<file path="config.mk">
export PLATFORM = sky130hd
export DESIGN_NAME = sand_engine
export DESIGN_NICKNAME = d
export VERILOG_FILES = /design/src/common/sand_pkg.sv /design/src/design/sand_engine.sv /design/src/design/frame_writer.sv /design/src/design/fall_chooser.sv /design/src/design/sand_scanner.sv
export SDC_FILE = /design/constraint.sdc
export NUM_CORES = 1
export LEC_CHECK = 0
export ABC_AREA = 1
export BUFFER_PORTS_ARGS = -buffer_cell sky130_fd_sc_hd__buf_2
export CORE_MARGIN = 5
export CORE_UTILIZATION = 58
export DETAILED_ROUTE_END_ITERATION = 8
export GPL_TIMING_DRIVEN = 0
export PLACE_DENSITY = 0.8
export SLEW_MARGIN = 25
export SYNTH_ARGS = -nofsm -noshare
export SYNTH_HDL_FRONTEND = slang
export SYNTH_SLANG_ARGS = --single-unit
</file>
<file path="constraint.sdc">
create_clock -name clk_i -period 6.4 [get_ports clk_i]
set_clock_uncertainty 0.1 [all_clocks]
set_input_delay 0.64 -clock clk_i [delete_from_list [all_inputs] [get_ports clk_i]]
set_output_delay 0.64 -clock clk_i [all_outputs]
set_load 0.1 [all_outputs]
</file>
<file path="src/common/sand_pkg.sv">
`default_nettype none

package sand_pkg;

    // Enough for a 640 x 480 grid
    localparam int ADDR_WIDTH = 19;

    typedef logic [ADDR_WIDTH-1:0] addr_t;
    typedef logic [7:0] lfsr_t;
    typedef logic [2:0] rand_t;

    localparam lfsr_t LFSR_SEED = 8'd1;

    typedef enum logic [1:0] {
        CELL_EMPTY = 2'b00,
        CELL_SAND  = 2'b01,
        // Water and smoke only sit in place here
        CELL_WATER = 2'b10,
        CELL_SMOKE = 2'b11
    } cell_e;

    typedef enum logic [1:0] {
        MOVE_STAY       = 2'b00,
        MOVE_DOWN       = 2'b01,
        MOVE_DOWN_LEFT  = 2'b10,
        MOVE_DOWN_RIGHT = 2'b11
    } move_e;

    // Bit positions in probe_t.occupied
    localparam int OCC_DOWN  = 0;
    localparam int OCC_LEFT  = 1;
    localparam int OCC_RIGHT = 2;

    typedef struct packed {
        addr_t      base;
        cell_e      kind;
        logic       on_bottom;
        logic [2:0] occupied;
    } probe_t;

    typedef struct packed {
        addr_t base;
        cell_e kind;
        move_e move;
    } move_cmd_t;

endpackage

`default_nettype wire
</file>
<file path="src/design/sand_engine.sv">
`timescale 1ns/1ps
`default_nettype none

module sand_engine
    import sand_pkg::*;
    #(
        parameter int COLUMNS = 640,
        parameter int ROWS = 480
    )(
        input  wire         clk_i,
        input  wire         reset_i,
        input  wire         ready_i,
        input  wire cell_e  vram_rd_data_i,
        input  wire cell_e  ram_rd_data_i,
        output addr_t       vram_rd_addr_o,
        output addr_t       ram_rd_addr_o,
        output addr_t       vram_wr_addr_o,
        output addr_t       ram_wr_addr_o,
        output cell_e       vram_wr_data_o,
        output cell_e       ram_wr_data_o,
        output logic        vram_wr_en_o,
        output logic        ram_wr_en_o,
        output logic        done_o
    );

    probe_t    probe;
    logic      probe_valid;
    move_cmd_t cmd;
    logic      cmd_valid;
    logic      write_done;

    initial begin
        assert (COLUMNS * ROWS <= 2 ** ADDR_WIDTH)
            else $fatal(1, "Grid %0d x %0d needs more than %0d address bits",
                        COLUMNS, ROWS, ADDR_WIDTH);
    end

    sand_scanner #(
        .COLUMNS (COLUMNS),
        .ROWS    (ROWS)
    ) u_scanner (
        .clk_i          (clk_i),
        .reset_i        (reset_i),
        .ready_i        (ready_i),
        .vram_rd_data_i (vram_rd_data_i),
        .ram_rd_data_i  (ram_rd_data_i),
        .write_done_i   (write_done),
        .vram_rd_addr_o (vram_rd_addr_o),
        .ram_rd_addr_o  (ram_rd_addr_o),
        .probe_o        (probe),
        .probe_valid_o  (probe_valid),
        .done_o         (done_o)
    );

    fall_chooser u_chooser (
        .clk_i         (clk_i),
        .reset_i       (reset_i),
        .probe_i       (probe),
        .probe_valid_i (probe_valid),
        .cmd_o         (cmd),
        .cmd_valid_o   (cmd_valid)
    );

    frame_writer #(
        .COLUMNS (COLUMNS)
    ) u_writer (
        .clk_i          (clk_i),
        .reset_i        (reset_i),
        .cmd_i          (cmd),
        .cmd_valid_i    (cmd_valid),
        .vram_wr_addr_o (vram_wr_addr_o),
        .vram_wr_data_o (vram_wr_data_o),
        .vram_wr_en_o   (vram_wr_en_o),
        .ram_wr_addr_o  (ram_wr_addr_o),
        .ram_wr_data_o  (ram_wr_data_o),
        .ram_wr_en_o    (ram_wr_en_o),
        .write_done_o   (write_done)
    );

endmodule

`default_nettype wire

</file>
<file path="src/design/frame_writer.sv">
`timescale 1ns/1ps
`default_nettype none

module frame_writer
    import sand_pkg::*;
    #(
        parameter int COLUMNS = 640
    )(
        input  wire             clk_i,
        input  wire             reset_i,
        input  wire move_cmd_t  cmd_i,
        input  wire             cmd_valid_i,
        output addr_t           vram_wr_addr_o,
        output cell_e           vram_wr_data_o,
        output logic            vram_wr_en_o,
        output addr_t           ram_wr_addr_o,
        output cell_e           ram_wr_data_o,
        output logic            ram_wr_en_o,
        output logic            write_done_o
    );

    localparam addr_t ROW_STEP = addr_t'(COLUMNS);

    addr_t target;

    always_comb begin
        case (cmd_i.move)
            MOVE_DOWN:       target = cmd_i.base + ROW_STEP;
            MOVE_DOWN_LEFT:  target = cmd_i.base + ROW_STEP - addr_t'(1);
            MOVE_DOWN_RIGHT: target = cmd_i.base + ROW_STEP + addr_t'(1);
            default:         target = cmd_i.base;
        endcase
    end

    always_ff @(posedge clk_i, posedge reset_i) begin
        if (reset_i) begin
            vram_wr_en_o <= 1'b0;
            ram_wr_en_o <= 1'b0;
            write_done_o <= 1'b0;
        end else begin
            // Source in vram is only cleared when the grain leaves it
            vram_wr_en_o <= cmd_valid_i && (cmd_i.move != MOVE_STAY);
            ram_wr_en_o <= cmd_valid_i;
            write_done_o <= cmd_valid_i;
        end
    end

    always_ff @(posedge clk_i) begin
        if (cmd_valid_i) begin
            vram_wr_addr_o <= cmd_i.base;
            vram_wr_data_o <= CELL_EMPTY;
            ram_wr_addr_o <= target;
            ram_wr_data_o <= cmd_i.kind;
        end
    end

    // A move is one paired write to two different cells
    a_move_pairs_writes: assert property (@(posedge clk_i) disable iff (reset_i)
        vram_wr_en_o |-> (ram_wr_en_o && ram_wr_addr_o != vram_wr_addr_o)
            ##1 !vram_wr_en_o);

endmodule

`default_nettype wire

</file>
<file path="src/design/fall_chooser.sv">
`timescale 1ns/1ps
`default_nettype none

module fall_chooser
    import sand_pkg::*;
    (
        input  wire          clk_i,
        input  wire          reset_i,
        input  wire probe_t  probe_i,
        input  wire          probe_valid_i,
        output move_cmd_t    cmd_o,
        output logic         cmd_valid_o
    );

    lfsr_t lfsr_q;
    rand_t rand_q;
    move_e move;
    logic  free_down, free_left, free_right;

    assign free_down  = !probe_i.occupied[OCC_DOWN];
    assign free_left  = !probe_i.occupied[OCC_LEFT];
    assign free_right = !probe_i.occupied[OCC_RIGHT];

    // Free-running, so the draw depends on when the grain arrives
    always_ff @(posedge clk_i, posedge reset_i) begin
        if (reset_i) begin
            lfsr_q <= LFSR_SEED;
            rand_q <= '0;
            cmd_valid_o <= 1'b0;
        end else begin
            lfsr_q <= {lfsr_q[6:0], lfsr_q[7] ^ lfsr_q[5] ^ lfsr_q[4] ^ lfsr_q[3]};
            if (lfsr_q[7]) begin
                rand_q <= rand_q + 1'b1;
            end
            cmd_valid_o <= probe_valid_i;
        end
    end

    always_comb begin
        move = MOVE_STAY;
        if (probe_i.kind == CELL_SAND && !probe_i.on_bottom) begin
            if (free_down) begin
                // Mostly straight down, 1 in 8 each way
                if (rand_q == 3'd6 && free_left) begin
                    move = MOVE_DOWN_LEFT;
                end else if (rand_q == 3'd7 && free_right) begin
                    move = MOVE_DOWN_RIGHT;
                end else begin
                    move = MOVE_DOWN;
                end
            end else if (free_left && free_right) begin
                move = rand_q[0] ? MOVE_DOWN_RIGHT : MOVE_DOWN_LEFT;
            end else if (free_left) begin
                move = MOVE_DOWN_LEFT;
            end else if (free_right) begin
                move = MOVE_DOWN_RIGHT;
            end
        end
    end

    always_ff @(posedge clk_i) begin
        if (probe_valid_i) begin
            cmd_o.base <= probe_i.base;
            cmd_o.kind <= probe_i.kind;
            cmd_o.move <= move;
        end
    end

    a_target_free: assert property (@(posedge clk_i) disable iff (reset_i)
        probe_valid_i |=> cmd_valid_o
            && !(cmd_o.move == MOVE_DOWN && $past(probe_i.occupied[OCC_DOWN]))
            && !(cmd_o.move == MOVE_DOWN_LEFT && $past(probe_i.occupied[OCC_LEFT]))
            && !(cmd_o.move == MOVE_DOWN_RIGHT && $past(probe_i.occupied[OCC_RIGHT])));

endmodule

`default_nettype wire

</file>
<file path="src/design/sand_scanner.sv">
`timescale 1ns/1ps
`default_nettype none

module sand_scanner
    import sand_pkg::*;
    #(
        parameter int COLUMNS = 640,
        parameter int ROWS = 480
    )(
        input  wire         clk_i,
        input  wire         reset_i,
        input  wire         ready_i,
        input  wire cell_e  vram_rd_data_i,
        input  wire cell_e  ram_rd_data_i,
        input  wire         write_done_i,
        output addr_t       vram_rd_addr_o,
        output addr_t       ram_rd_addr_o,
        output probe_t      probe_o,
        output logic        probe_valid_o,
        output logic        done_o
    );

    localparam addr_t ROW_STEP  = addr_t'(COLUMNS);
    localparam addr_t LAST_ROW  = addr_t'((ROWS - 1) * COLUMNS);
    localparam addr_t LAST_CELL = addr_t'(COLUMNS * ROWS - 1);
    localparam addr_t LAST_COL  = addr_t'(COLUMNS - 1);

    typedef enum logic [2:0] {
        SCAN_IDLE,
        SCAN_CELL,
        SCAN_DOWN,
        SCAN_DOWN_LEFT,
        SCAN_DOWN_RIGHT,
        SCAN_WAIT,
        SCAN_NEXT
    } scan_state_e;

    scan_state_e state_q, state_d;
    addr_t base_q, base_d;
    addr_t col_q, col_d;
    addr_t base_inc, col_inc;
    addr_t rd_addr;
    cell_e kind_q;
    logic  occ_down_q, occ_left_q;
    logic  done_q, done_d;
    logic  nb_occ;
    logic  on_bottom, left_edge, right_edge, last_cell;

    assign base_inc   = base_q + addr_t'(1);
    assign col_inc    = (col_q == LAST_COL) ? '0 : col_q + addr_t'(1);
    assign on_bottom  = (base_q >= LAST_ROW);
    assign left_edge  = (col_q == '0);
    assign right_edge = (col_q == LAST_COL);
    assign last_cell  = (base_q == LAST_CELL);

    // A neighbor is taken if either frame holds something there
    assign nb_occ = (vram_rd_data_i != CELL_EMPTY) || (ram_rd_data_i != CELL_EMPTY);

    always_ff @(posedge clk_i, posedge reset_i) begin
        if (reset_i) begin
            state_q <= SCAN_IDLE;
            base_q <= '0;
            col_q <= '0;
            done_q <= 1'b0;
        end else begin
            state_q <= state_d;
            base_q <= base_d;
            col_q <= col_d;
            done_q <= done_d;
        end
    end

    always_ff @(posedge clk_i) begin
        if (state_q == SCAN_CELL) begin
            kind_q <= vram_rd_data_i;
        end
        if (state_q == SCAN_DOWN) begin
            occ_down_q <= nb_occ;
        end
        if (state_q == SCAN_DOWN_LEFT) begin
            occ_left_q <= nb_occ | left_edge;
        end
    end

    always_comb begin
        state_d = state_q;
        base_d = base_q;
        col_d = col_q;
        done_d = 1'b0;
        rd_addr = base_q;
        probe_valid_o = 1'b0;
        probe_o.base = base_q;
        probe_o.kind = kind_q;
        probe_o.on_bottom = on_bottom;
        probe_o.occupied = 3'b111;

        case (state_q)
            SCAN_IDLE: begin
                rd_addr = '0;
                if (ready_i) begin
                    base_d = '0;
                    col_d = '0;
                    state_d = SCAN_CELL;
                end
            end
            SCAN_CELL: begin
                if (vram_rd_data_i == CELL_EMPTY) begin
                    if (last_cell) begin
                        done_d = 1'b1;
                        state_d = SCAN_IDLE;
                    end else begin
                        base_d = base_inc;
                        col_d = col_inc;
                        rd_addr = base_inc;
                    end
                end else if (vram_rd_data_i == CELL_SAND && !on_bottom) begin
                    rd_addr = base_q + ROW_STEP;
                    state_d = SCAN_DOWN;
                end else begin
                    // Obstacle or grain on the floor is copied in place
                    probe_o.kind = vram_rd_data_i;
                    probe_valid_o = 1'b1;
                    state_d = SCAN_WAIT;
                end
            end
            SCAN_DOWN: begin
                rd_addr = base_q + ROW_STEP - addr_t'(1);
                state_d = SCAN_DOWN_LEFT;
            end
            SCAN_DOWN_LEFT: begin
                rd_addr = base_q + ROW_STEP + addr_t'(1);
                state_d = SCAN_DOWN_RIGHT;
            end
            SCAN_DOWN_RIGHT: begin
                probe_o.occupied[OCC_DOWN] = occ_down_q;
                probe_o.occupied[OCC_LEFT] = occ_left_q;
                probe_o.occupied[OCC_RIGHT] = nb_occ | right_edge;
                probe_valid_o = 1'b1;
                state_d = SCAN_WAIT;
            end
            SCAN_WAIT: begin
                if (write_done_i) begin
                    state_d = SCAN_NEXT;
                end
            end
            SCAN_NEXT: begin
                if (last_cell) begin
                    done_d = 1'b1;
                    state_d = SCAN_IDLE;
                end else begin
                    base_d = base_inc;
                    col_d = col_inc;
                    rd_addr = base_inc;
                    state_d = SCAN_CELL;
                end
            end
            default: state_d = SCAN_IDLE;
        endcase
    end

    assign vram_rd_addr_o = rd_addr;
    assign ram_rd_addr_o = rd_addr;
    assign done_o = done_q;

    // Writer answers each probe two cycles later in the wait state
    a_write_done_in_wait: assert property (@(posedge clk_i) disable iff (reset_i)
        probe_valid_o |-> ##2 (write_done_i && state_q == SCAN_WAIT));

endmodule

`default_nettype wire

</file>
* Word-level counts from Yosys, hierarchy flattened
Index checks and enable logic that the tools add are counted.
Storage, ports and cells: flip-flop bits (word level) 123, output and inout bits 83, word-level logic and storage cells 107
Cells by class: $add $sub $neg 9, magnitude comparators 1, equality and inequality tests 19, multiplexer cells 36, bitwise operators 5, reductions and logical operators 19
Operator list (count):
- case mux 19 bit (3 select lines) | 3
- 2-to-1 mux 19 bit | 8
- case mux 19 bit (5 select lines) | 1
- adder 19 x 1 -> 19 bit (second input constant) | 4
- adder 19 x 10 -> 19 bit (second input constant) | 2
- subtractor 19 x 1 -> 19 bit (second input constant) | 2
- case mux 3 bit (7 select lines) | 1
- equality test 19 x 10 -> 1 bit (second input constant) | 1
- equality test 19 bit (second input constant) | 1
- >= comparator 19 bit (second input constant) | 1
- zero test 19 bit | 1
- 2-to-1 mux 2 bit | 9
- 2-to-1 mux 3 bit | 6
- equality test 3 bit (second input constant) | 5
- equality test 2 x 1 -> 1 bit (second input constant) | 3
- equality test 3 x 2 -> 1 bit (second input constant) | 2
- logical AND 1 bit | 6
- 2-to-1 mux 1 bit | 6
- AND reduction 3 bit | 2
- nonzero test 2 bit | 3
- equality test 2 bit (second input constant) | 2
- != test 2 bit (second input constant) | 2
- case mux 1 bit (2 select lines) | 2
- adder 3 x 1 -> 3 bit (second input constant) | 1
- 10 further kinds | 15

* Longest topological paths before layout
word-level depth 9, depth in mapped cells 20, depth with buffers taken out 20

* By module
Synthesis repeated with hierarchy kept, for this count alone.
Unflattened totals: cell total of the unflattened synthesis 1263, area, all modules 9238.9 um^2
Modules (own cells, without submodules):
- sand_scanner | times used 1, cells an instance 831, area each 5139.9 um^2
- frame_writer | times used 1, cells an instance 362, area each 2896.5 um^2
- fall_chooser | times used 1, cells an instance 70, area each 1202.4 um^2

* Worst setup path after synthesis
No wires, ideal clock.
path type reg-to-output, start register u_scanner.state_q[2], end output port vram_rd_addr_o[8], data arrival time 4400 ps, data required time 5660 ps, setup slack 1260 ps, stages on the path, launching flop included 13, path buffers 1, cell sequence dfrtp_1 -> nor2_1 -> nand2_1 -> ha_1 -> nand2_1 -> o21ai_0 -> nand2_1 -> nand2_1 -> nor2_1 -> nor2_1 -> nor2_1 -> a21oi_1 -> buf_4
On the way: cells in the longest elaborated chain, start to end 2, elaborated cells on any way between the ends 6
Ends and longest elaborated chain:
- start, declared | RTL line sand_scanner.sv:38 | scan_state_e state_q, state_d;
- start signal, assigned | RTL line sand_scanner.sv:66 | state_q <= state_d;
- equality test 3 bit, or another cell as far along | RTL line sand_scanner.sv:97 | case (state_q)
- case mux 19 bit (5 select lines) (*) | RTL line sand_scanner.sv:97
- end, declared | RTL line sand_engine.sv:15 | output addr_t vram_rd_addr_o,
Mark *: on every way between the ends. The rest lies on a longest branch, timed or not.

* Final worst setup path
Same ends and word-level chain as after synthesis.

==> results.txt <==
Status = finished, final reports clean
Crit Path Max Fanout = 21
R2R cell count = 13
Fin nets = 1373
Non-Filler Instances = 1522
HPWL Detailed = 18.2 mm
Layout fillers = 1294
RePlAce Congestion = 0.972
H-Tree Depth = 4
EDFF count, synth = 67
Initial Util = 0.589
CTS tree = built
RSZ-0062 raised after global routing = false
Die Wd = 134 µm
WP data required = 5660 ps
Total grt overflow = 0
Synth unique cells = 50
Vias in the first global route = 7783
DRT iter0 DRCs = 973
Total Neg Setup Slack = 0 ps
Io pins = 90
Max Fclk = 0.200 GHz
#FFs+latches synth = 123
Clk_lat worst skew = 420 ps
MaxCap Viol Count = 0
Root Driver = clkbuf_16
Reg2reg start = u_chooser.cmd_o[1]
Post-CTS setup buffer count = 0
Resize count post-CTS = 0
CTS Sinks = 123
Crit path capture type = primary output
CTS Hold Buffers Added = 0
Minimum clock period = 5010 ps
Post-Syn Area = 8890 µm²
Drt pass-1 iters = 7
CTS buffer count = 17
Final Util = 0.678
WHS = 59.6 ps
Core Rows = 45
Max clock buf depth = 2
Warnings, synthesis = 0
Post-synthesis sequential area ratio = 0.384
IO Port Bufs = 87
Initial antenna violation count = 0
Core footprint = 15100 µm²
First-pass GRT wire length = 38.4 mm
Post-Syn Instances = 1212
Routed WL = 23.4 mm
Area Overhead vs Synth = 15.1%
Clock slew seen by the registers of the worst setup and hold paths = 60 ps
Die Span Y = 134 µm
Final hold vios = 0
Crit Reg-Reg Endpoint = u_writer.ram_wr_addr_o[12]
Post-route DRC = 0
Pin slew with the least headroom to its limit = 969 ps
Placed insts = 1490
Largest net degree at the start of global routing = 39
Die area = 17900 µm²
Synth Area per Inst = 7.33 µm²
CP Class = reg2out
Internal reg-to-reg setup slack = 2750 ps
Rel. slew slack = 0.352
Final setup violation count = 0
Async SR Flop Fraction = 0.455
WL/cell = 15.4 µm
Tcrit/Tclk final = 0.782
Total track usage = 0.266
Synth Flop Type = edfxtp_1
Vias per cell = 5.58
Startpoint types = register
Antenna Cells = 0
Final ANT Viol Nets = 0
Hold Path Class = in2async
Proportion of layout cells with a drive suffix above 1 = 0.142
Final Max Slew Viols = 0
Crit path DAT = 4270 ps
Via count = 8496
[worst max-delay path, cell delays in order (launching register included)]
cell,delay (ps)
dfrtp_1,460
nor2_1,420
nand2_1,620
ha_1,620
nand2_1,100
o21ai_0,330
nand2_1,110
nand2_1,150
nor2_1,60
nor2_1,140
nor2_1,60
a21oi_1,210
buf_4,150
buf_2,410
[final cells by class]
cell class              count  area (µm²)  share of cell area
multi-input cells         881        4580               0.447
flip-flops and latches    123        3420               0.334
inverters                 164         618              0.0604
clock buffers              19         475              0.0465
repair buffers             89         475              0.0465
plain buffers              45         285              0.0279
well taps                 188         235              0.0230
clock inverters            13         149              0.0146
[per-layer routing]
metal | vias to the layer above | wire length [µm] | track usage
met2 | 361 | 10800 | 0.425
li1 | 4229 | - | -
met4 | 0 | 407 | 0.0737
met5 | - | 0 | 0
met3 | 32 | 1650 | 0.0443
met1 | 3874 | 10500 | 0.379
[metrics by stage]
step           area, µm²  worst slack, ps
2_1_floorplan       8890             1260
3_3_place_gp        9560             1860
3_5_place_dp        9610             1830
4_1_cts            10200             1350
5_1_grt            10200             1040
6_report           10200             1390
[placed cells by master, fill, tap and decap left out, drive strengths merged, types with 4 or more instances in the layout]
master  Yosys  routed
nor2      122     122
o21ai      76      76
dfrtp      55      55
nand3b      7       7
a21o        4       4
nand4      35      35
xnor2       6       6
o21a        4       4
a21oi      63      63
or2         6       6
nand2     315     315
buf        36     125
xor2       23      23
ha         43      43
nand3     112     112
clkbuf      9      28
edfxtp     67      67
clkinv      2       7
o21bai      7       7
inv       162     168
nor3       24      24
o211ai      7       7
[cell usage after synthesis (all sizes together) (7+ instances only)]
cell	instances	area share
nor2	122	0.053
ha	43	0.061
nand3	112	0.064
xor2	23	0.023
nand2	315	0.14
clkbuf	9	0.0039
buf	36	0.028
o21bai	7	0.0059
o211ai	7	0.0059
nor3	24	0.015
o21ai	76	0.044
dfrtp	55	0.15
a21oi	63	0.035
inv	162	0.068
nand3b	7	0.0059
nand4	35	0.025
edfxtp	67	0.23
[how the worst max path moves through the flow]
stage / from / endpoint / slack (ps)
after floorplan: u_scanner.state_q[2] / vram_rd_addr_o[8] / 1260
after global placement: u_scanner.state_q[2] / vram_rd_addr_o[8] / 1860
after detailed placement: u_scanner.state_q[2] / vram_rd_addr_o[16] / 1830
after CTS: u_scanner.state_q[2] / vram_rd_addr_o[8] / 1350
after global routing: u_scanner.state_q[2] / vram_rd_addr_o[8] / 1040
final: u_scanner.state_q[2] / vram_rd_addr_o[8] / 1390
[state kept, by name, indices dropped and copies added, names as in the netlist]
signal and count:
u_chooser.cmd_o 23, u_chooser.cmd_valid_o 1, u_chooser.lfsr_q 8, u_chooser.rand_q 3, u_scanner.base_q 19, u_scanner.col_q 19
u_scanner.done_o 1, u_scanner.kind_q 2, u_scanner.occ_down_q 1, u_scanner.occ_left_q 1, u_scanner.state_q 3, u_writer.ram_wr_addr_o 19
u_writer.ram_wr_data_o 2, u_writer.ram_wr_en_o 1, u_writer.vram_wr_addr_o 19, u_writer.vram_wr_en_o 1
[cells by family after synthesis]
logic type,after synthesis,share of synthesized area
xor+xnor,29,0.0286
simple gates,626,0.307
compound gates,177,0.111
other cells,1,0.000422
buf+inv,209,0.101
flops,123,0.384
fa+ha+maj,45,0.0650
mux,2,0.00239
Power is not shown: default switching activity piles up to over one toggle a cycle in this logic, so the estimate is an artifact.
